### src/hw/fabric_consts.svh
`ifndef FABRIC_CONSTS_SVH
`define FABRIC_CONSTS_SVH

// top nibble of the address
`define REGION_VECT    4'h1
`define REGION_SCRATCH 4'h2
`define REGION_IO      4'h4

// ram depths in words
`define VECT_WORDS     32
`define SCRATCH_WORDS  256

// io block word offsets
`define IO_LEDS        0
`define IO_SWITCHES    1
`define IO_TIMER       2
`define IO_STATUS      3

`endif

### src/hw/fabric_pkg.sv
`include "fabric_consts.svh"

package fabric_pkg;

  typedef struct packed {
    logic [3:0]  region;
    logic [27:0] offset;
  } addr_fields_t;

  // host drives a flat word, decoder and slaves split it
  typedef union packed {
    logic [31:0]  word;
    addr_fields_t f;
  } bus_addr_u;

  typedef struct packed {
    bus_addr_u   addr;
    logic [31:0] wdata;
    logic [3:0]  be;
    logic        rd;
    logic        wr;
  } bus_req_t;

  typedef struct packed {
    logic [31:0] rdata;
    logic        wait_level;
  } slave_rsp_t;

  // values match the top address nibble
  typedef enum logic [3:0] {
    region_none    = 4'h0,
    region_vect    = `REGION_VECT,
    region_scratch = `REGION_SCRATCH,
    region_io      = `REGION_IO
  } region_t;

endpackage

### src/hw/onchip_ram.sv
`timescale 1ns/1ps

module onchip_ram #(
  parameter int words = 32
) (
  input  logic                   clock_50,
  input  logic                   rst_n,
  input  fabric_pkg::bus_req_t   req,
  input  logic                   rd,
  input  logic                   wr,
  output fabric_pkg::slave_rsp_t rsp
);

  localparam int aw = $clog2(words);

  logic [31:0]   mem [words];
  logic [31:0]   rdata_q;
  logic          wait_q;
  logic [aw-1:0] index;

  // byte offset to word index
  assign index = req.addr.f.offset[aw+1:2];

  // low for one cycle, then high again even if the strobe is held
  always_ff @(posedge clock_50 or negedge rst_n) begin
    if (!rst_n) begin
      wait_q <= 1'b1;
    end else begin
      wait_q <= ~((rd | wr) & wait_q);
    end
  end

  always_ff @(posedge clock_50) begin
    if (wr && wait_q) begin
      for (int b = 0; b < 4; b++) begin
        if (req.be[b]) begin
          mem[index][8*b +: 8] <= req.wdata[8*b +: 8];
        end
      end
    end
    if (rd && wait_q) begin
      rdata_q <= mem[index];
    end
  end

  assign rsp.rdata      = rdata_q;
  assign rsp.wait_level = wait_q;

endmodule

### config.mk
export PLATFORM = sky130hd
export DESIGN_NAME = onchip_ram
export DESIGN_NICKNAME = d
export VERILOG_FILES = /design/src/hw/fabric_pkg.sv /design/src/hw/onchip_ram.sv
export VERILOG_INCLUDE_DIRS = /design/src /design/src/hw
export SDC_FILE = /design/constraint.sdc
export NUM_CORES = 1
export LEC_CHECK = 0
export BUFFER_PORTS_ARGS = -buffer_cell sky130_fd_sc_hd__buf_2
export CAP_MARGIN = 20
export CORE_MARGIN = 1
export CORE_UTILIZATION = 65
export DETAILED_ROUTE_END_ITERATION = 8
export PLACE_DENSITY = 0.83
export SYNTH_ARGS = -nofsm -noshare
export SYNTH_HDL_FRONTEND = slang
export SYNTH_SLANG_ARGS = --single-unit
### constraint.sdc
create_clock -name clock_50 -period 3.75 [get_ports clock_50]
set_input_delay 0.5625 -clock clock_50 [delete_from_list [all_inputs] [get_ports clock_50]]
set_output_delay 0.5625 -clock clock_50 [all_outputs]
set_load 0.005 [all_outputs]
==> results.md <==
- Element type at the critical path start: primary input
- Register cell area after layout: 31700 um2
- WP data required: between 4000 and 5000 ps
- DRT Wirelength: approximately 95000 um
- Total power draw: approximately 24 mW
- Core Area: just over 60000 um2
- Die boundary width: approximately 250 um
- RSZ-0062 raised after global routing: no
- Fin nets: ~2500
- Post-route DRC violation count: 0
- Starting density of the core: 65.8%
- Power density cells: approximately 530 nW/um2
- Largest family of logic cells by synthesized area: multiplexers
- Number of global-route vias before repair: around 22000
- Cts bufs inserted: between 90 and 100
- Number of max-slew violations in the final report: 0
- Final clock period utilization by the worst path: approximately 72%
- Class of the most critical setup path: primary input to flip-flop
- Post-synthesis net count: about 2300
- I/O Buffers: 77
- Setup repair bufs after CTS: 0
- Synthesis-stage register bit count: 1057
- Critical path data arrival time: between 3000 and 4000 ps
- Maximum level of the CTS H-tree: 3
- Global-route wire length before repair: ~140000 um
- Die Footprint: 63400 um2
- Detail-routed via count per cell: 6.64
- Worst slew slack as a fraction of its limit: around 25%
- Final sum of negative setup slack: 0 ps
- Congestion Overflow GR: 0
- Share of cell area taken by muxes after synthesis: between 10 and 15%
- Clock Root Buffer: clkbuf_16
- Estimated wirelength of the detail-placed design: between 50000 and 60000 um
- Synthesized-area fraction occupied by xor and xnor cells: 0%
- Area share of fa/ha/maj cells after synthesis: 0%
- Outcome: finished clean
- Pin count of the biggest net entering global routing: ~70
- I/O pin cnt: between 100 and 150
- Hold Path Class: primary input to flip-flop
- Total via count after detailed routing: 22100
- Area delta synth->final: 12.3%
- Share of the synthesized area in the top cell type: 78.1%
- TritonCTS clock tree: done
- Compound-Gate Fraction of Synth Area: 3.96%
- Antenna violations before repair: 0
- Maximum vdd ir drop: between 0.4 and 0.5 mV
- Filler instances: ~3500
- Layout cells sized above 1: 13.7%
- Maximum clock skew at final layout: roughly 17 ps
- Proportion of synthesized flip-flops having asynchronous set or reset: 0.0946%
- Number of placement rows: 91
- Max FO, Critical Path: 27
- Drt first pass iters: 7
- Global placer's final weighted congestion: between 0.8 and 0.9
- Sequential element share of the synthesized area: 78.2%
- Clk sink count: about 1100
- EDFF count, synth: ~1100
- Die height: roughly 250 um
- Maximum clock path buffer count: 3
- Most numerous cell in the Yosys netlist: edfxtp_1
- Period minus WS final: roughly 2700 ps
- Number of warning messages in the yosys log: 0
- Final setup viols: 0
- Cells taking the most area after synthesis: edfxtp_1 78%, mux2i_1 13%, o22ai_1 3.9%
- Post-synthesis cell type count: 26
- Measured slew at the worst slew-check pin: roughly 1100 ps
- Area taken by multi-input logic gates: ~8100 um2
- Max Cap Violations: 0
- Average routed wire per standard cell: approximately 29 um
- Final Hold Vio Count: 0
- Core occupancy in the finished layout: 73.8%
- Dominant cell type by area after synthesis: edfxtp_1
- Leading post-synthesis cells by instance count: 1056 x edfxtp_1, 512 x mux2i_1, 256 x o22ai_1
- Static leakage: between 15 and 20 nW
- Cell count after synthesis: approximately 2300
- Fraction of the mapped netlist area in simple logic gates: 3.42%
- Summed instance area of the synthesized netlist: between 40000 and 50000 um2
- Clock latency on the worst-skew pair: between 600 and 700 ps
- Highest clock frequency the design can meet: 0.369 GHz
- Combined global-route utilization of all metal layers: between 30 and 40%
- Leading register cell type out of synthesis: edfxtp_1
- Clock transition at the register clock pins on the worst setup and hold paths after CTS: 60 ps
- DRC marker count from the first detailed-route iteration: 2710
- Final antenna-violating net count: 0
- Antenna cells: 0
- Syn Area/Cell: between 15 and 20 um2
- Setup crit end kind: flip-flop
-- metal layers --
metal  GRT usage [%]  part of all wire [%]  up-vias
met5               0                     0        -
met4            14.7                   4.8        0
met3            4.76                   9.7      273
met2            50.1                    50     1387
met1            40.3                    36    11000
li1                -                     -     9349
-- critical path, cell delays in order --
cell     delay [ps]
buf_2           460
or4b_1          820
o22ai_1         260
nor4_1          750
nand2_1         190
-- final cells by class --
| cell class | count | share of cell area, % |
|---|---|---|
| Clock buffer | 120 | 5.70 |
| Clock inverter | 64 | 1.53 |
| Multi-Input combinational cell | 1059 | 17.9 |
| Sequential cell | 1057 | 69.6 |
| Tap cell | 837 | 2.30 |
| Timing Repair Buffer | 187 | 2.95 |
-- sequential cells by signal (all words and copies together) (netlist names) --
signal,count
wait_q,1
rdata_q,32
mem,1024
-- through the flow --
step	hold slack (ps)	std cells	cell area, um2	worst slack [ps]
finish	75.6	3324	45600	1040
global route	102	3324	45600	1050
CTS	72.9	3323	45600	1200
detailed placement	499	3138	42300	579
global placement	480	3138	42300	695
floorplan	415	2257	40600	1360
-- final timing paths --
check	slack [ps]	end	depth (start not counted)	from
setup / recovery	1040	rdata_q[25]	5	req[42]
max in group asynchronous	3370	wait_q	2	rst_n
setup reg to reg	1650	mem[4][3]	3	wait_q
hold reg to reg	520	wait_q	1	wait_q
min in group asynchronous	360	wait_q	2	rst_n
hold / removal	80	wait_q	2	rd
-- kinds of logic after synthesis --
kind of cell	after synthesis
flops	1057
mux	512
simple gates	290
compound gates	257
buf+inv	141
-- layout by cell type, fill, tap and decap left out, types with 2 or more instances in the layout --
| master | n |
|---|---|
| nand3_1 | 8 |
| and3b_1 | 2 |
| bufinv_16 | 14 |
| nor2_1 | 131 |
| inv_6 | 6 |
| or4b_1 | 4 |
| mux2i_1 | 512 |
| buf_2 | 76 |
| nand2_1 | 61 |
| o22ai_1 | 256 |
| clkbuf_8 | 4 |
| nor3b_1 | 2 |
| clkinvlp_4 | 5 |
| buf_8 | 2 |
| buf_4 | 99 |
| clkinv_2 | 18 |
| nor4_1 | 64 |
| buf_12 | 9 |
| clkbuf_16 | 99 |
| clkinv_1 | 20 |
| nand4bb_2 | 6 |
| nand4b_1 | 4 |
| edfxtp_1 | 1056 |
| clkbuf_1 | 17 |
| nor2b_1 | 2 |
-- report_power, final --
part	leakage, nW	internal, mW	switching, mW	total [mW]
Combinational	4.74	0.323	0.712	1.03
Clock	1.61	5.90	4.28	10.2
Sequential	9.52	13.1	0.0188	13.1
Total	15.9	19.3	5.02	24.3
-- timing repair --
action                    4_1_cts  5_1_grt
gates resized for setup         0        0
hold buffers                    1        0
hold endpoints to repair        1        0
Power figures use the tool's default switching activity.
