--- src/hw/fabric_consts.svh ---
`ifndef FABRIC_CONSTS_SVH
`define FABRIC_CONSTS_SVH

// top nibble of the address
`define REGION_VECT    4'h1
`define REGION_SCRATCH 4'h2
`define REGION_IO      4'h4

// ram depths in words
`define VECT_WORDS     32
`define SCRATCH_WORDS  256

// io block word offsets
`define IO_LEDS        0
`define IO_SWITCHES    1
`define IO_TIMER       2
`define IO_STATUS      3

`endif

--- src/hw/fabric_pkg.sv ---
`include "fabric_consts.svh"

package fabric_pkg;

  typedef struct packed {
    logic [3:0]  region;
    logic [27:0] offset;
  } addr_fields_t;

  // host drives a flat word, decoder and slaves split it
  typedef union packed {
    logic [31:0]  word;
    addr_fields_t f;
  } bus_addr_u;

  typedef struct packed {
    bus_addr_u   addr;
    logic [31:0] wdata;
    logic [3:0]  be;
    logic        rd;
    logic        wr;
  } bus_req_t;

  typedef struct packed {
    logic [31:0] rdata;
    logic        wait_level;
  } slave_rsp_t;

  // values match the top address nibble
  typedef enum logic [3:0] {
    region_none    = 4'h0,
    region_vect    = `REGION_VECT,
    region_scratch = `REGION_SCRATCH,
    region_io      = `REGION_IO
  } region_t;

endpackage

--- src/hw/addr_decoder.sv ---
`timescale 1ns/1ps

module addr_decoder (
  input  logic                 clock_50,
  input  logic                 rst_n,
  input  fabric_pkg::bus_req_t host_req,
  input  logic                 done,
  output fabric_pkg::bus_req_t stage_req,
  output fabric_pkg::region_t  region,
  output logic                 fault
);

  logic pending;
  logic host_strobe;

  assign pending     = stage_req.rd | stage_req.wr;
  assign host_strobe = host_req.rd | host_req.wr;

  always_ff @(posedge clock_50 or negedge rst_n) begin
    if (!rst_n) begin
      stage_req <= '0;
      region    <= fabric_pkg::region_none;
      fault     <= 1'b0;
    end else begin
      fault <= 1'b0;
      if (pending) begin
        // host still holds the request here, so drop ours
        if (done) begin
          stage_req.rd <= 1'b0;
          stage_req.wr <= 1'b0;
        end
      end else if (host_strobe) begin
        stage_req <= host_req;
        case (host_req.addr.f.region)
          fabric_pkg::region_vect: begin
            region <= fabric_pkg::region_vect;
          end
          fabric_pkg::region_scratch: begin
            region <= fabric_pkg::region_scratch;
          end
          fabric_pkg::region_io: begin
            region <= fabric_pkg::region_io;
          end
          default: begin
            // unmapped, single cycle fault
            region <= fabric_pkg::region_none;
            fault  <= 1'b1;
          end
        endcase
      end
    end
  end

endmodule

--- config.mk ---
export PLATFORM = sky130hd
export DESIGN_NAME = addr_decoder
export DESIGN_NICKNAME = d
export VERILOG_FILES = /design/src/hw/fabric_pkg.sv /design/src/hw/addr_decoder.sv
export VERILOG_INCLUDE_DIRS = /design/src /design/src/hw
export SDC_FILE = /design/constraint.sdc
export NUM_CORES = 1
export LEC_CHECK = 0
export BUFFER_PORTS_ARGS = -buffer_cell sky130_fd_sc_hd__buf_2
export CORE_ASPECT_RATIO = 1.5
export CORE_MARGIN = 2
export CORE_UTILIZATION = 40
export CTS_CLUSTER_DIAMETER = 40
export CTS_CLUSTER_SIZE = 25
export DETAILED_ROUTE_END_ITERATION = 10
export PLACE_DENSITY = 0.69
export SYNTH_ARGS = -nofsm -noshare
export SYNTH_HDL_FRONTEND = slang
export SYNTH_SLANG_ARGS = --single-unit
--- constraint.sdc ---
create_clock -name clock_50 -period 1.4 [get_ports clock_50]
set_input_delay 0.35 -clock clock_50 [delete_from_list [all_inputs] [get_ports clock_50]]
set_output_delay 0.35 -clock clock_50 [all_outputs]
set_load 0.005 [all_outputs]
==> flow_summary.toml <==
[die]
boundaryPins = 148
core_area_mm2 = 0.007661
start_util_pct = 41.52
fp.dieArea_mm2 = 0.008695
floorplan.die.width_um = 76.81
chipHeight_um = 113.2
std_cell_rows = 39

[synthesis]
synthesis.instances = 169
synth_top_cell_area_share_pct = 58.22
async_s_r_ff_share_synth_pct = 100.0
syn-cell-area_mm2 = 0.003181
synth-seq-cells = 74
synth.yosys.seq_area_share_pct = 58.22
syn_area_per_cell_um2 = 18.82
synth.net_count = 242
number_of_enable_type_register_cells_in_the_synthesized_netlist = 0
synth_ff_type = "sky130_fd_sc_hd__dfrtp_1"
synth.distinct_cells = 15
synth.largest_area_cell = "sky130_fd_sc_hd__dfrtp_1"
synth.yosys.warnings = 0
synth_top_cells_by_area = "sky130_fd_sc_hd__dfrtp_1 (58%), sky130_fd_sc_hd__mux2_4 (33%), sky130_fd_sc_hd__buf_12 (5.0%), sky130_fd_sc_hd__nor4b_1 (0.83%), sky130_fd_sc_hd__mux2_2 (0.71%)"

[detailed_routing]
route.layer.met1.wl_mm = 2.654
drtAntennaViolNets = 0
vias_per_cell = 4.473
maxUsedRoutingLayer = "met4"
finalWirelength_mm = 6.910
detailedRoute.firstPassIterationCount = 4
met3RoutedLength_um = 359
met2_routed_length_mm = 3.709
drcViolationCount = 0
initialDrtViolationCount = 53
dr_vias = 1959
route.detailed.wl_per_inst_um = 15.78

[timing]
final_max_slew_viol_count = 0
setup_violations = 28
holdWs_ns = 0.03041
min_period_over_period_pct = 101.2
finalHoldViolations = 0
smallest_setup_slack_after_layout_ns = -0.01654
period_minus_slack_ns = 1.417
clock-skew-final_ns = 0.004749
grt_setup_unrepaired = "yes"
setup_total_negative_slack_ns = -0.2066
fmax_ghz = 0.7059

[global_route]
grt.total_usage_pct = 15.75
first_pass_grt_wire_length_mm = 10.43
antenna_violations_before_repair = 0
grt_max_degree = 75
grt_pass1_vias = 2089
grt_remaining_overflow = 0

[cells_and_area]
layout-drive-gt1-share_pct = 74.11
finish.utilization_pct = 57.01
final_design_area_no_fill_mm2 = 0.004368
finish.net_count = 404
antenna_cells = 0
flow.area_growth_from_synthesis_pct = 37.33

[clock_network]
clk_latency_ns = 0.32
cts_tree = "done"
h-tree-depth = 3
number_of_sinks_driven_by_the_clock_tree = 74
path_clk_slew_ns = 0.06
clock-root-buffer = "sky130_fd_sc_hd__clkbuf_16"
holdBufCountCts = 0
cts_buffers = 9
cts-root-to-sink-buffers = 2
post_cts_buffers = 0

[power]
p_per_area_mw_per_mm2 = 2354
ir_drop_v = 0.001086
internal_power_mw = 7.333
cellLeakagePower_nw = 2.273
seqPwrFrac_pct = 36.9
comb_power_share_pct = 43.7
power.net_switching_mw = 2.950
total_power_mw = 10.28
netSwitchingFraction_pct = 28.69
power_frac_clock_pct = 19.4

[place]
hpwl_detailed_mm = 4.705
place_congestion = 0.7465
detailed_place.area_mm2 = 0.003991
port-buffer-count = 146

[worst_setup_path]
crit_path_start_kind = "flip-flop"
worst-setup-path-type = "flip-flop to flip-flop"
path_buf_inv = 1
cp.arrival_ns = 1.63
worst_path_max_delay_cell = "sky130_fd_sc_hd__dfrtp_1"
worstPathMaxFanout = 12
critPathMaxStageDelay_ns = 0.40
worst-endpoint-required_ns = 1.61
timing.critical_path.to_type = "flip-flop"
critical_path.top_delay_family = "flip-flops"
cp_cell_sequence = "nor2_4 -> o21a_4 -> clkbuf_16 -> mux2_4"

[job]
max_cap_viol_count = 0

[outcome]
failed_checks = "setup timing"
outcome = "complete, but fails checks"

[hold_path]
timing.hold.worst.class = "input pin to async pin"
==> worst reg2reg max path: stages (launching register included) <==
cell and delay (ns):
sky130_fd_sc_hd__dfrtp_1 0.40, sky130_fd_sc_hd__nor2_4 0.15, sky130_fd_sc_hd__o21a_4 0.23, sky130_fd_sc_hd__clkbuf_16 0.21, sky130_fd_sc_hd__mux2_4 0.30
==> cells by family after synthesis <==
group / Yosys count / synth area share [%]
muxes: 71 / 33.28
and+or+nand+nor: 8 / 1.810
buffers and inverters: 11 / 5.508
AOI/OAI and AO/OA: 3 / 0.7867
other: 1 / 0.1179
xor gates and xnor gates: 1 / 0.2754
DFF: 74 / 58.22
==> synthesized netlist by cell type (all sizes together), types with 2 or more instances <==
| library cell | instances |
|---|---|
| buf | 9 |
| dfrtp | 74 |
| inv | 2 |
| mux2 | 71 |
| nand2 | 2 |
| nor4b | 3 |
| o21ai | 2 |
==> worst paths after layout <==
check	from	end	slack [ns]	cells past startpoint
hold / removal	rst_n	stage_req[18]	0.03	2
min in group clock_50	done	stage_req[0]	0.22	2
max in group asynchronous	rst_n	stage_req[57]	1.07	2
setup / recovery	stage_req[0]	stage_req[43]	-0.02	4
hold reg to reg	stage_req[58]	stage_req[58]	0.50	1
setup reg to reg	stage_req[0]	stage_req[43]	-0.02	4
==> metal layers <==
metal	global-route usage, %	vias up
li1	-	911
met1	17.93	953
met2	26.55	81
met3	4.067	14
met4	9.333	0
met5	0	-
==> layout by cell type (no fill, tap or decap), drive strengths merged <==
cell	instances
nor4b	3
clkinv	6
nor2	1
o21a	2
conb	1
xnor2	1
clkbuf	13
nor3	1
dfrtp	74
o21ai	2
mux2	71
nand2	2
inv	2
buf	156
nor3b	1
==> registers in the layout (all words and copies together), names as in the netlist <==
signal	count
stage_req	70
region	3
fault	1
==> metrics by stage <==
stage	setup slack, ns	cells
floorplan	0.01083	169
global placement	0.01535	417
detailed placement	-0.004837	417
CTS	-0.02095	433
global route	-0.05748	438
finish	-0.01654	438
==> power by group through the flow <==
| stage | combinational [mW] | clock (mW) | sequential (mW) |
|---|---|---|---|
| after CTS | 4.27 | 2.07 | 3.79 |
| after global placement | 4.16 | 0 | 3.75 |
| after detailed placement | 4.26 | 0 | 3.77 |
| after floorplan | 2.76 | 0 | 3.86 |
| after global routing | 4.80 | 2.16 | 3.94 |
| final | 4.50 | 2.00 | 3.79 |
==> what timing repair did <==
action | in CTS | in global routing
cloned | 0 | 5
resized for setup | 1 | 3
setup endpoints to repair | 25 | 63
==> layout make-up <==
cell class / instances / area [um2]
fill: 637 / 3293
inverter: 2 / 7.507
multi-input combinational: 85 / 1177
tap: 102 / 127.6
sequential: 74 / 1852
timing repair buffer: 159 / 940.9
clock buffer: 10 / 229.0
clock inverter: 6 / 33.78
No activity file was read; power rests on OpenSTA's default activity.
