--- src/hw/fabric_consts.svh ---
`ifndef FABRIC_CONSTS_SVH
`define FABRIC_CONSTS_SVH

// top nibble of the address
`define REGION_VECT    4'h1
`define REGION_SCRATCH 4'h2
`define REGION_IO      4'h4

// ram depths in words
`define VECT_WORDS     32
`define SCRATCH_WORDS  256

// io block word offsets
`define IO_LEDS        0
`define IO_SWITCHES    1
`define IO_TIMER       2
`define IO_STATUS      3

`endif

--- src/hw/fabric_pkg.sv ---
`include "fabric_consts.svh"

package fabric_pkg;

  typedef struct packed {
    logic [3:0]  region;
    logic [27:0] offset;
  } addr_fields_t;

  // host drives a flat word, decoder and slaves split it
  typedef union packed {
    logic [31:0]  word;
    addr_fields_t f;
  } bus_addr_u;

  typedef struct packed {
    bus_addr_u   addr;
    logic [31:0] wdata;
    logic [3:0]  be;
    logic        rd;
    logic        wr;
  } bus_req_t;

  typedef struct packed {
    logic [31:0] rdata;
    logic        wait_level;
  } slave_rsp_t;

  // values match the top address nibble
  typedef enum logic [3:0] {
    region_none    = 4'h0,
    region_vect    = `REGION_VECT,
    region_scratch = `REGION_SCRATCH,
    region_io      = `REGION_IO
  } region_t;

endpackage

--- src/hw/slave_router.sv ---
`timescale 1ns/1ps

module slave_router (
  input  fabric_pkg::bus_req_t   stage_req,
  input  fabric_pkg::region_t    region,
  input  logic                   fault,
  input  fabric_pkg::slave_rsp_t vect_rsp,
  input  fabric_pkg::slave_rsp_t scratch_rsp,
  input  fabric_pkg::slave_rsp_t io_rsp,
  output logic                   vect_rd,
  output logic                   vect_wr,
  output logic                   scratch_rd,
  output logic                   scratch_wr,
  output logic                   io_rd,
  output logic                   io_wr,
  output logic [31:0]            readdata,
  output logic                   wait_level,
  output logic                   done
);

  logic                   strobe;
  fabric_pkg::slave_rsp_t sel_rsp;

  assign strobe = stage_req.rd | stage_req.wr;

  always_comb begin
    vect_rd    = 1'b0;
    vect_wr    = 1'b0;
    scratch_rd = 1'b0;
    scratch_wr = 1'b0;
    io_rd      = 1'b0;
    io_wr      = 1'b0;
    case (region)
      fabric_pkg::region_vect: begin
        vect_rd = stage_req.rd;
        vect_wr = stage_req.wr;
        sel_rsp = vect_rsp;
      end
      fabric_pkg::region_scratch: begin
        scratch_rd = stage_req.rd;
        scratch_wr = stage_req.wr;
        sel_rsp    = scratch_rsp;
      end
      fabric_pkg::region_io: begin
        io_rd   = stage_req.rd;
        io_wr   = stage_req.wr;
        sel_rsp = io_rsp;
      end
      default: begin
        sel_rsp.rdata      = 32'h0;
        sel_rsp.wait_level = 1'b1;
      end
    endcase
    // unmapped access ends at once with zero data
    if (fault) begin
      sel_rsp.rdata      = 32'h0;
      sel_rsp.wait_level = 1'b0;
    end
  end

  assign readdata = sel_rsp.rdata;

  // idle bus reads as waiting
  assign wait_level = strobe ? sel_rsp.wait_level : 1'b1;
  assign done       = strobe & ~wait_level;

endmodule

--- config.mk ---
export PLATFORM = sky130hd
export DESIGN_NAME = slave_router
export DESIGN_NICKNAME = d
export VERILOG_FILES = /design/src/hw/fabric_pkg.sv /design/src/hw/slave_router.sv
export VERILOG_INCLUDE_DIRS = /design/src /design/src/hw
export SDC_FILE = /design/constraint.sdc
export NUM_CORES = 1
export LEC_CHECK = 0
export ABC_AREA = 0
export BUFFER_PORTS_ARGS = -buffer_cell sky130_fd_sc_hd__buf_4
export CORE_AREA = 2 2 83 85
export DETAILED_ROUTE_END_ITERATION = 8
export DIE_AREA = 0 0 85 87
export PLACE_DENSITY = 0.71
export SYNTH_ARGS = -nofsm -noshare
export SYNTH_HDL_FRONTEND = slang
export SYNTH_SLANG_ARGS = --single-unit
export TNS_END_PERCENT = 20
--- constraint.sdc ---
create_clock -name vclk -period 3.6
set_input_delay 0.54 -clock vclk [all_inputs]
set_output_delay 0.54 -clock vclk [all_outputs]
set_load 0.05 [all_outputs]
==> out/qor.log <==
[status] status finished, final reports clean
[setup_path] CP Data Required Time 3.06 ns
[logic_synthesis] post-synthesis average cell area 6.44 um^2
[setup_path] sort of element at the end of the critical path output pin
[global_routing] initial antenna violation count 0
[logic_synthesis] Post-Synthesis Cell Area 0.00135 mm^2
[placement] Placed Area 0.00243 mm^2
[detailed_routing] Detail Route Antenna Nets 0
[die] io pins 214
[logic_synthesis] Post-Synthesis Cells 210
[timing] total count of hold-check failures in the final report 0
[global_routing] via count of the first global-routing pass 1867
[timing] number of failing setup endpoints in the final timing report 0
[timing] final worst slack 0.713 ns
[min_path] cell depth of the worst hold path 4
[timing] count of pins over their slew limit 0
[min_path] WHS Endpoint readdata[1]
[die] DIE HEIGHT 87 um
[min_path] start point of the worst min-delay path scratch_rsp[2]
[finish] sequential cell count of the final layout 0
[timing] crit path time final 2.89 ns
[finish] antenna diode instance count 0
[setup_path] type of element launching the critical path primary input
[clock_tree] post_cts resized 0
[run] Max Cap Viol 0
[die] die extent in x 85 um
[finish] area of the multi-input gates 0.00120 mm^2
[logic_synthesis] sequential element share of the synthesized area 0%
[placement] routability cong. 0.754
[timing] transition time at the pin with the least slew margin 0.762 ns
[setup_path] endpoint arrival time on the critical path 2.35 ns
[logic_synthesis] total number of yosys warnings 0
[global_routing] total congestion overflow after global routing 0
[power] clock network fraction of total power 0%
[detailed_routing] remaining design rule violation count 0
[timing] fraction of the cycle the final worst path needs 80.2%
[die] Std-Cell Core Area 0.00657 mm^2
[detailed_routing] Via Count 2035
[clock_tree] Post-CTS Setup Inserts 0
[timing] Slew headroom 49.0%
[detailed_routing] mean routed wirelength per cell 14.6 um
[setup_path] worst-path fanout max 66
[power] Flop pwr share 0%
[detailed_routing] sum of routed wire length over all layers 6060 um
[timing] Max Freq 0.346 GHz
[detailed_routing] iteration-0 DRC count of the detailed router 63
[power] leakage power total 1.33 nW
[power] overall power 0.000214 W
[placement] sum of net half-perimeters after detailed placement 4510 um
[die] die area 0.00740 mm^2
[detailed_routing] TritonRoute pass-1 iters 4
[power] switching share of total power 45.6%
[logic_synthesis] count of different cell masters after synthesis 25
[power] combinational share of power 100.0%
[finish] Filler Cells Inserted 702
[power] worst ir drop on vdd 89.5 uV
[finish] CLK BUF 0
[finish] post-route cell area 0.00243 mm^2
[detailed_routing] detail-routed via count per cell 4.90
[die] initial core utilization 20.6%
[global_routing] largest net degree at the start of global routing 67
[min_path] class of the worst hold path primary input to output pin
[timing] accumulated negative setup slack 0 ns
[finish] Net count, final 511
[timing] unrepaired setup endpoints after global routing no
[power] P_int 0.000116 W
[placement] PortBufs 146
[finish] relative area change from synthesis to final layout 79.6%
[placement] worst setup slack after placement 0.670 ns
[setup_path] type of the worst setup path primary input to output pin
[power] net load switching power 0.0000974 W
[finish] Post-Route Utilization 37.0%
[clock_tree] Hold Buf Count CTS 0
[power] areal power density over the cells 88.0 mW/mm^2
[finish] sequential standard cell area 0 um^2
[global_routing] Overall Global Routing Usage 14.9%
[finish] fraction of layout cells with a size suffix above 1 46.0%
[global_routing] first-pass GRT wire length 9250 um
[die] total number of placement rows 30
[logic_synthesis] number of nets in the synthesized netlist 384
layer usage:
metal	up-vias	wire length, um	GRT usage (%)
met5	-	0	0
met4	0	0	0.866
met3	0	417	1.42
met2	88	2990	27.4
met1	936	2650	19.8
li1	1011	-	-
critical path, stage by stage:
cell and delay [ns]:
sky130_fd_sc_hd__buf_4 0.43, sky130_fd_sc_hd__xor2_1 0.15, sky130_fd_sc_hd__o211ai_2 0.55, sky130_fd_sc_hd__buf_4 0.36, sky130_fd_sc_hd__a21oi_1 0.09, sky130_fd_sc_hd__buf_4 0.20
cells in the mapped netlist, drive strengths merged:
master / number / area share [%]
and3b: 64 / 41
o21ai: 34 / 13
a21oi: 32 / 12
nand2: 29 / 8.0
buf: 19 / 9.1
clkbuf: 5 / 1.4
and2: 4 / 1.8
nor2: 4 / 1.3
nand3: 3 / 1.1
and3: 2 / 0.92
inv: 2 / 0.56
nand2b: 2 / 0.92
nor4b: 2 / 3.5
a221o: 1 / 0.74
a31oi: 1 / 0.46
and2b: 1 / 0.56
o211ai: 1 / 0.92
o221a: 1 / 0.83
o221ai: 1 / 0.65
or3b: 1 / 0.65
xor2: 1 / 0.65
cell usage in the layout, fill, tap and decap left out:
cell type and instances:
sky130_fd_sc_hd__a221o_1 1, sky130_fd_sc_hd__nand3_1 3, sky130_fd_sc_hd__o211ai_2 1, sky130_fd_sc_hd__inv_1 2, sky130_fd_sc_hd__or3b_1 1, sky130_fd_sc_hd__nand2b_1 2
sky130_fd_sc_hd__and2b_1 1, sky130_fd_sc_hd__a31oi_1 1, sky130_fd_sc_hd__nor4b_4 2, sky130_fd_sc_hd__xor2_1 1, sky130_fd_sc_hd__o21ai_0 23, sky130_fd_sc_hd__a21oi_1 32
sky130_fd_sc_hd__and2_1 4, sky130_fd_sc_hd__and3_1 2, sky130_fd_sc_hd__nor2_1 3, sky130_fd_sc_hd__nor2_2 1, sky130_fd_sc_hd__o21ai_1 11, sky130_fd_sc_hd__o221ai_1 1
sky130_fd_sc_hd__and3b_1 64, sky130_fd_sc_hd__nand2_1 29, sky130_fd_sc_hd__buf_4 149, sky130_fd_sc_hd__o221a_2 1
power groups by stage:
stage | registers (W) | logic [W] | clock network, W
floorplan | 0 | 0.000103 | 0
global placement | 0 | 0.000211 | 0
detailed placement | 0 | 0.000215 | 0
CTS | 0 | 0.000215 | 0
global route | 0 | 0.000232 | 0
finish | 0 | 0.000214 | 0
area by class of cell:
type	instances	area share [%]
timing repair buffer	149	46.0
multi-input combinational	184	49.5
tap	80	4.12
inverter	2	0.309
logic make-up (layout without fill, tap and decap cells):
family / Yosys count / in the layout / share of synthesized area, %
AND/OR/NAND/NOR: 112 / 112 / 60.3
AO/OA/AOI/OAI: 71 / 71 / 28.0
buffers and inverters: 26 / 151 / 11.0
XOR/XNOR: 1 / 1 / 0.648
stage by stage:
step	hold slack, ns	std cells
6_report	1.47	415
5_1_grt	1.48	415
4_1_cts	1.47	415
3_5_place_dp	1.47	415
3_3_place_gp	1.47	415
2_1_floorplan	1.36	210
worst max path at each step:
| stage | cells past startpoint | endpoint | start | slack, ns |
|---|---|---|---|---|
| 5_1_grt | 6 | readdata[18] | region[2] | 0.52 |
| 6_report | 6 | readdata[18] | region[2] | 0.71 |
| 4_1_cts | 6 | readdata[18] | region[2] | 0.68 |
| 3_3_place_gp | 6 | readdata[18] | region[2] | 0.71 |
| 3_5_place_dp | 6 | readdata[18] | region[2] | 0.67 |
| 2_1_floorplan | 6 | readdata[10] | region[1] | 1.03 |
No activity file was read; power rests on OpenSTA's default activity.
