## config.mk

```make
export PLATFORM = sky130hd
export DESIGN_NAME = io_regs
export DESIGN_NICKNAME = d
export VERILOG_FILES = /design/src/hw/fabric_pkg.sv /design/src/hw/io_regs.sv
export VERILOG_INCLUDE_DIRS = /design/src /design/src/hw
export SDC_FILE = /design/constraint.sdc
export NUM_CORES = 1
export LEC_CHECK = 0
export BUFFER_PORTS_ARGS = -buffer_cell sky130_fd_sc_hd__buf_2
export CORE_MARGIN = 4
export CORE_UTILIZATION = 60
export CTS_CLUSTER_SIZE = 8
export DETAILED_ROUTE_END_ITERATION = 6
export PLACE_DENSITY = 0.95
export SLEW_MARGIN = 15
export SYNTH_ARGS = -nofsm -noshare
export SYNTH_HDL_FRONTEND = slang
export SYNTH_SLANG_ARGS = --single-unit
```

## constraint.sdc

```tcl
create_clock -name clock_50 -period 8.45 [get_ports clock_50]
set_clock_uncertainty 0.1 [all_clocks]
set_input_delay 1.69 -clock clock_50 [delete_from_list [all_inputs] [get_ports clock_50]]
set_output_delay 1.69 -clock clock_50 [all_outputs]
set_load 0.01 [all_outputs]
```

## src/hw/fabric_consts.svh

```systemverilog
`ifndef FABRIC_CONSTS_SVH
`define FABRIC_CONSTS_SVH

// top nibble of the address
`define REGION_VECT    4'h1
`define REGION_SCRATCH 4'h2
`define REGION_IO      4'h4

// ram depths in words
`define VECT_WORDS     32
`define SCRATCH_WORDS  256

// io block word offsets
`define IO_LEDS        0
`define IO_SWITCHES    1
`define IO_TIMER       2
`define IO_STATUS      3

`endif

```

## src/hw/fabric_pkg.sv

```systemverilog
`include "fabric_consts.svh"

package fabric_pkg;

  typedef struct packed {
    logic [3:0]  region;
    logic [27:0] offset;
  } addr_fields_t;

  // host drives a flat word, decoder and slaves split it
  typedef union packed {
    logic [31:0]  word;
    addr_fields_t f;
  } bus_addr_u;

  typedef struct packed {
    bus_addr_u   addr;
    logic [31:0] wdata;
    logic [3:0]  be;
    logic        rd;
    logic        wr;
  } bus_req_t;

  typedef struct packed {
    logic [31:0] rdata;
    logic        wait_level;
  } slave_rsp_t;

  // values match the top address nibble
  typedef enum logic [3:0] {
    region_none    = 4'h0,
    region_vect    = `REGION_VECT,
    region_scratch = `REGION_SCRATCH,
    region_io      = `REGION_IO
  } region_t;

endpackage

```

## src/hw/io_regs.sv

```systemverilog
`timescale 1ns/1ps
`include "fabric_consts.svh"

module io_regs (
  input  logic                   clock_50,
  input  logic                   rst_n,
  input  fabric_pkg::bus_req_t   req,
  input  logic                   rd,
  input  logic                   wr,
  input  logic [15:0]            switches,
  output fabric_pkg::slave_rsp_t rsp,
  output logic [17:0]            leds,
  output logic [2:0]             interrupt
);

  logic [15:0] sw_meta;
  logic [15:0] sw_sync;
  logic [15:0] sw_prev;
  logic [31:0] reload_q;
  logic [31:0] reload_next;
  logic [31:0] count_q;
  logic [31:0] rdata_q;
  logic [1:0]  status_q;
  logic [1:0]  status_clr;
  logic [25:0] word;
  logic        wait_q;
  logic        access_rd;
  logic        access_wr;
  logic        timer_wr;
  logic        timer_tick;
  logic        sw_change;

  assign word      = req.addr.f.offset[27:2];
  assign access_rd = rd & wait_q;
  assign access_wr = wr & wait_q;
  assign timer_wr  = access_wr && (word == `IO_TIMER);
  assign sw_change = sw_sync != sw_prev;

  always_comb begin
    for (int b = 0; b < 4; b++) begin
      reload_next[8*b +: 8] = req.be[b] ? req.wdata[8*b +: 8] : reload_q[8*b +: 8];
    end
  end

  // reload of zero keeps the timer stopped
  assign timer_tick = (reload_q != 32'h0) && (count_q <= 32'd1) && !timer_wr;

  // write one to clear
  assign status_clr = (access_wr && (word == `IO_STATUS) && req.be[0]) ? req.wdata[1:0] : 2'b00;

  always_ff @(posedge clock_50 or negedge rst_n) begin
    if (!rst_n) begin
      wait_q   <= 1'b1;
      sw_meta  <= 16'h0;
      sw_sync  <= 16'h0;
      sw_prev  <= 16'h0;
      leds     <= 18'h0;
      reload_q <= 32'h0;
      count_q  <= 32'h0;
      status_q <= 2'b00;
    end else begin
      wait_q   <= ~((rd | wr) & wait_q);
      sw_meta  <= switches;
      sw_sync  <= sw_meta;
      sw_prev  <= sw_sync;
      status_q <= (status_q & ~status_clr) | {sw_change, timer_tick};
      if (access_wr && (word == `IO_LEDS)) begin
        if (req.be[0]) begin
          leds[7:0] <= req.wdata[7:0];
        end
        if (req.be[1]) begin
          leds[15:8] <= req.wdata[15:8];
        end
        if (req.be[2]) begin
          leds[17:16] <= req.wdata[17:16];
        end
      end
      if (timer_wr) begin
        reload_q <= reload_next;
        count_q  <= reload_next;
      end else if (reload_q != 32'h0) begin
        count_q <= (count_q <= 32'd1) ? reload_q : count_q - 32'd1;
      end
    end
  end

  always_ff @(posedge clock_50) begin
    if (access_rd) begin
      case (word)
        `IO_LEDS:     rdata_q <= {14'h0, leds};
        `IO_SWITCHES: rdata_q <= {16'h0, sw_sync};
        `IO_TIMER:    rdata_q <= reload_q;
        `IO_STATUS:   rdata_q <= {30'h0, status_q};
        default:      rdata_q <= 32'h0;
      endcase
    end
  end

  assign rsp.rdata      = rdata_q;
  assign rsp.wait_level = wait_q;

  // same encoding as the cpu interrupt hierarchy
  assign interrupt = (|status_q) ? {1'b1, status_q} : 3'b000;

endmodule

```

==> results of run 1 <==
-- path summary, 6_finish.rpt --
check	start	end	depth (start not counted)
worst min register to register	sw_meta[15]	sw_sync[15]	0
max in group asynchronous	rst_n	count_q[23]	2
min in group asynchronous	rst_n	sw_meta[6]	1
worst max register to register	count_q[26]	count_q[10]	5
worst min-delay path	sw_meta[15]	sw_sync[15]	0
worst max-delay path	req[42]	leds[11]	7
-- layout by cell type, fill, tap and decap left out, drive strengths merged, types with 8 or more instances in the layout --
master	instances
a211oi	8
buf	139
o21ai	23
edfxtp	32
nand3	17
and3	22
nand4	8
or4	9
inv	10
dfrtp	132
a21oi	34
mux2i	37
nor3	23
mux2	60
nor4	28
clkbuf	18
xor2	24
nand2	41
nor2	62
o211ai	8
xnor2	14
-- cell families after synthesis --
kind of cell / count (synthesis) / synth area share [%]
adder cells (fa/ha/maj): 2 / 0.321
multiplexers: 99 / 14.0
AO/OA/AOI/OAI: 108 / 8.88
flip-flops: 165 / 55.0
buffers and inverters: 39 / 2.17
AND/OR/NAND/NOR: 231 / 15.3
XOR/XNOR: 38 / 4.27
-- stage by stage --
stage | worst slack [ns] | util, % | hold WS (ns) | total power, mW
6_report | 3.61 | 72.1 | 0.250 | 1.70
5_1_grt | 3.53 | 72.1 | 0.254 | 1.74
4_1_cts | 3.75 | 72.1 | 0.250 | 1.70
3_5_place_dp | 3.42 | 67.6 | 0.235 | 0.949
3_3_place_gp | 3.52 | 67.6 | 0.232 | 0.944
2_1_floorplan | 4.60 | - | 0.231 | 0.894
-- area by class of cell --
type	count	area, um^2
Clock buffer	18	429
Clock inverter	14	145
Fill cell	818	3530
Inverter	4	15.0
Multi-Input combinational cell	478	3340
Sequential cell	165	4290
Tap cell	172	215
Timing Repair Buffer	139	708
-- flip-flops by register name (all words and copies together) (netlist names) --
register  count
count_q      32
rdata_q      32
reload_q     32
leds         18
sw_meta      16
sw_prev      16
sw_sync      16
status_q      2
wait_q        1
-- routing by layer --
| layer | global-route usage (%) | vias up | part of all wire [%] | routed length [um] |
|---|---|---|---|---|
| li1 | - | 2768 | - | - |
| met1 | 38.3 | 3150 | 36 | 8000 |
| met2 | 52.6 | 539 | 48 | 10800 |
| met3 | 7.89 | 129 | 11 | 2470 |
| met4 | 14.4 | 0 | 5.2 | 1170 |
| met5 | 0 | - | 0 | 0 |
-- worst max-delay path: cells and delay by family --
kind	cells	cell delay [ns]
buffers and inverters	1	0.09
muxes	1	0.41
and+or+nand+nor	5	2.85
-- power breakdown --
part	leakage, nW	switching (mW)	internal [mW]
combinational	1.93	0.0560	0.0354
sequential	1.99	0.0108	0.833
clock	0.276	0.351	0.415
==> flow_summary.toml, run 1 <==
[sta]
fin_crit_sh_pct = 57.2
fin_setup_tns_ns = 0
finalHoldViolCount = 0
tightestPinTransition_ns = 1.30
drv_slew = 0
finalSetupViolCount = 0
timing.fmax_ghz = 0.207
slew_headroom_pct = 12.3
rsz0062_at_grt = "no"
fin_crit_ns = 4.84

[run]
cap_violations = 0

[global_route]
grt_pass1_vias = 6521
grt_overflow_total = 0
grt_pass1_wl_mm = 35.1
grt_antenna_before_repair = 0
grt_start_max_net_pins = 69
grt_usage_pct = 31.3

[logic_synthesis]
syn_inst = 682
synth_top_cell_area_share_pct = 42.4
synth_top_cell_by_area = "dfrtp_1"
yosysMostFrequentCell = "dfrtp_1"
yosys-top-cells-area = "dfrtp_1 (42%), edfxtp_1 (12%), mux2_2 (8.7%)"
synth.net_count = 774
synth_edf_count = 32
seq_area_frac_synth_pct = 55.0
ys_seq_elements = 165
syn-cell-area_um2 = 7790
yosysUniqueCellTypes = 60
async_reset_ff_share_pct = 80.6
avgSynthCellArea_um2 = 11.4
synthFlopType = "dfrtp_1"
yosysWarnings = 0
synth_common_cells = "dfrtp_1 (132), nor2_1 (62), mux2_2 (60)"

[floorplan]
die_area_um2 = 14900
top_level_ports = 144
die-height_um = 122
start_util_pct = 61.5
core_um2 = 12700
rows = 41
fp.dieW_um = 122

[placed_design]
dp.cells = 958
portBuffers = 135
routabilityCongestion = 0.962
dpl.hpwl_mm = 15.0
place_area_um2 = 8560

[route]
wl_mm = 22.5
routed-via-count = 6586
post-route-drc-count = 11
vias_per_cell = 6.65
ant_nets = 0
drt_iter0_drc = 1044
routedWlPerCell_um = 22.7
dr.pass1.iters = 7

[power_and_ir_drop]
powerDensity_nw_per_um2 = 186
p_leak_nw = 4.19
ir_drop_v = 0.000153

[final_layout]
syn2layout_area_growth_pct = 17.2
design_area_um2 = 9140
drive_gt1_share_pct = 29.8
nNetsFinal = 897
fin_cells = 990
num_antenna_cells = 0

[setup_path]
start_kind = "input port"
worstPathArrival_ns = 5.06
worstPathCellList = "buf_2, or4_1, nor2_1, nand2_1, nor4_1, nand2_1, mux2_2"
slowest_delay_ns = 0.84
cpMostUsedCell = "nand2_1"
critPathKind = "in2reg"
worstSetupEndpointType = "register"
cp.required_ns = 8.67
slowest_stage = "nor4_1"
critical_path.max_fanout = 18
ff2ff_setup_slack_ns = 5.15

[clock_network]
hold_buffers = 0
clk_pin_slew_ns = 0.07
cts.sinks = 165
cts-htree-levels = 4
clk_latency_ns = 0.44
cts-root-buf = "clkbuf_16"
cts.path.max_buffers = 2
post_cts_resized = 0
cts_tree = "built"
cts_buffers = 17
post_cts_buffers = 0

[worst_hold_path]
min_path_type = "reg2reg"

[status]
violations = "DRC"
status = "finished, violations left"
(Power assumes the default switching activity.)
==> run 2, diff against run 1 <==
--- a/config.mk
+++ b/config.mk
@@ -8,10 +8,10 @@
 export LEC_CHECK = 0
 export BUFFER_PORTS_ARGS = -buffer_cell sky130_fd_sc_hd__buf_2
 export CORE_MARGIN = 4
-export CORE_UTILIZATION = 60
+export CORE_UTILIZATION = 56
 export CTS_CLUSTER_SIZE = 8
 export DETAILED_ROUTE_END_ITERATION = 6
-export PLACE_DENSITY = 0.95
+export PLACE_DENSITY = 0.91
 export SLEW_MARGIN = 15
 export SYNTH_ARGS = -nofsm -noshare
 export SYNTH_HDL_FRONTEND = slang
==> constraint.sdc (replaced) <==
create_clock -name clock_50 -period 4.6 [get_ports clock_50]
set_clock_uncertainty 0.1 [all_clocks]
set_input_delay 0.92 -clock clock_50 [delete_from_list [all_inputs] [get_ports clock_50]]
set_output_delay 0.92 -clock clock_50 [all_outputs]
set_load 0.01 [all_outputs]
==> run 2 against run 1 <==
The flow now finishes without violations. Setup slack got worse by 2.4 ns. Design area up 1.2%. Combinational power increased by 84%. Global-route usage is 3.5 points lower. Critical path type unchanged. Sequential cell count unchanged. First-iteration DRC count is 20% lower.
==> flow_summary.toml, run 2 (synthesized netlist as in run 1, its figures left out) <==
[status]
status = "finished clean"

[global_route]
grt_start_max_net_pins = 80
grt_pass1_wl_mm = 35.0
grt_antenna_before_repair = 0
grt_pass1_vias = 6500
grt_overflow_total = 0
grt_usage_pct = 27.8

[power_and_ir_drop]
swShare_pct = 24.0
p_sw_mw = 0.768
power_mw = 3.20
sequentialPowerShare_pct = 48.3
clkPwrFrac_pct = 46.4
p_leak_nw = 4.26
ir_drop_v = 0.000257
cell_internal_pwr_mw = 2.43
powerDensity_nw_per_um2 = 346
combPwrFrac_pct = 5.2

[floorplan]
start_util_pct = 57.9
core_um2 = 13500
rows = 42
top_level_ports = 144
fp.dieW_um = 126
die_area_um2 = 15900
die-height_um = 126

[setup_path]
worstPathCellList = "buf_2, or4_1, nor2_1, nand2_1, nor4_1, nand2_1, mux2_2"
worstSetupEndpointType = "register"
crit_family = "simple AND/OR/NAND/NOR gates"
worstPathArrival_ns = 3.57
cpMostUsedCell = "nand2_1"
slowest_stage = "nor4_1"
r2r-start = "count_q[6]"
slowest_delay_ns = 0.63
start_kind = "input port"
critical_path.max_fanout = 8
critPathKind = "in2reg"
critPathLaunch = "req[42]"
cp_num_buf_inv = 1
cp.required_ns = 4.82

[sta]
slew_headroom_pct = 31.0
finalHoldViolCount = 0
timing.fmax_ghz = 0.298
fin_setup_tns_ns = 0
fin_crit_ns = 3.36
tightestPinTransition_ns = 1.04
rsz0062_at_grt = "no"
fin_crit_sh_pct = 72.9
finalSetupViolCount = 0
drv_slew = 0

[clock_network]
hold_buffers = 0
cts-root-buf = "clkbuf_16"
post_cts_buffers = 0
cts_buffers = 17
cts-htree-levels = 4
post_cts_resized = 0
cts_tree = "built"
clk_pin_slew_ns = 0.07
cts.path.max_buffers = 2
cts.sinks = 165
clk_latency_ns = 0.44

[placed_design]
portBuffers = 135
dpl.hpwl_mm = 14.8
routabilityCongestion = 0.966
dp.cells = 968

[route]
ant_nets = 0
routedWlPerCell_um = 21.9
drt_iter0_drc = 834
vias_per_cell = 6.51
routed-via-count = 6518
post-route-drc-count = 0
wl_mm = 21.9
dr.pass1.iters = 7

[final_layout]
final_cell_mix = "buf_2 (134), dfrtp_1 (132), nor2_1 (62)"
n_fill_cell = 952
layout.cells.most_common = "buf_2"
syn2layout_area_growth_pct = 18.7
drive_gt1_share_pct = 30.7
regArea_um2 = 4290
fin_cells = 1001
largestRegisters = "count_q: 32 flops, rdata_q: 32 flops, reload_q: 32 flops"
multiInputGateArea_um2 = 3340
nNetsFinal = 903

[worst_hold_path]
min_from = "sw_meta[13]"
min_path_type = "reg2reg"

[run]
cap_violations = 0
-- run 2: routing by layer --
metal / GRT usage, % / up-vias / part of all wire (%)
met4: 12.7 / 0 / 4.4
met3: 6.99 / 104 / 11
met5: 0 / - / 0
met2: 44.3 / 464 / 47
met1: 36.2 / 3154 / 38
li1: - / 2796 / -
-- run 2: layout make-up --
type / count / share of cell area (%)
inverters: 4 / 0.162
multi-input cells: 478 / 36.1
flip-flops and latches: 165 / 46.4
diodes: 1 / 0.0271
clock buffers: 19 / 5.14
clock inverters: 13 / 1.64
repair buffers: 145 / 8.14
well taps: 176 / 2.38
-- run 2: path summary, 6_finish.rpt --
| kind | cells after the start | slack, ns | endpoint |
|---|---|---|---|
| max | 7 | 1.24 | leds[1] |
| min | 0 | 0.25 | sw_sync[13] |
| max reg2reg | 6 | 1.32 | count_q[0] |
| min reg2reg | 0 | 0.25 | sw_sync[13] |
| max in group asynchronous | 2 | 2.87 | reload_q[19] |
| min in group asynchronous | 1 | 0.55 | count_q[0] |
-- run 2: per-stage QoR --
stage | area, um^2 | hold slack [ns] | setup slack (ns) | util (%)
after floorplan | 7790 | 0.231 | 1.52 | -
after CTS | 9240 | 0.251 | 1.38 | 68.7
after detailed placement | 8610 | 0.236 | 0.963 | 64.0
after global placement | 8610 | 0.232 | 0.965 | 64.0
after global routing | 9250 | 0.256 | 1.15 | 68.7
final | 9250 | 0.250 | 1.24 | 68.8
-- run 2: power by group through the flow --
stage / logic (mW) / clock network (mW) / registers [mW]
finish: 0.168 / 1.49 / 1.55
CTS: 0.169 / 1.49 / 1.55
global route: 0.184 / 1.56 / 1.55
floorplan: 0.0612 / 0 / 1.58
global placement: 0.161 / 0 / 1.57
detailed placement: 0.166 / 0 / 1.58
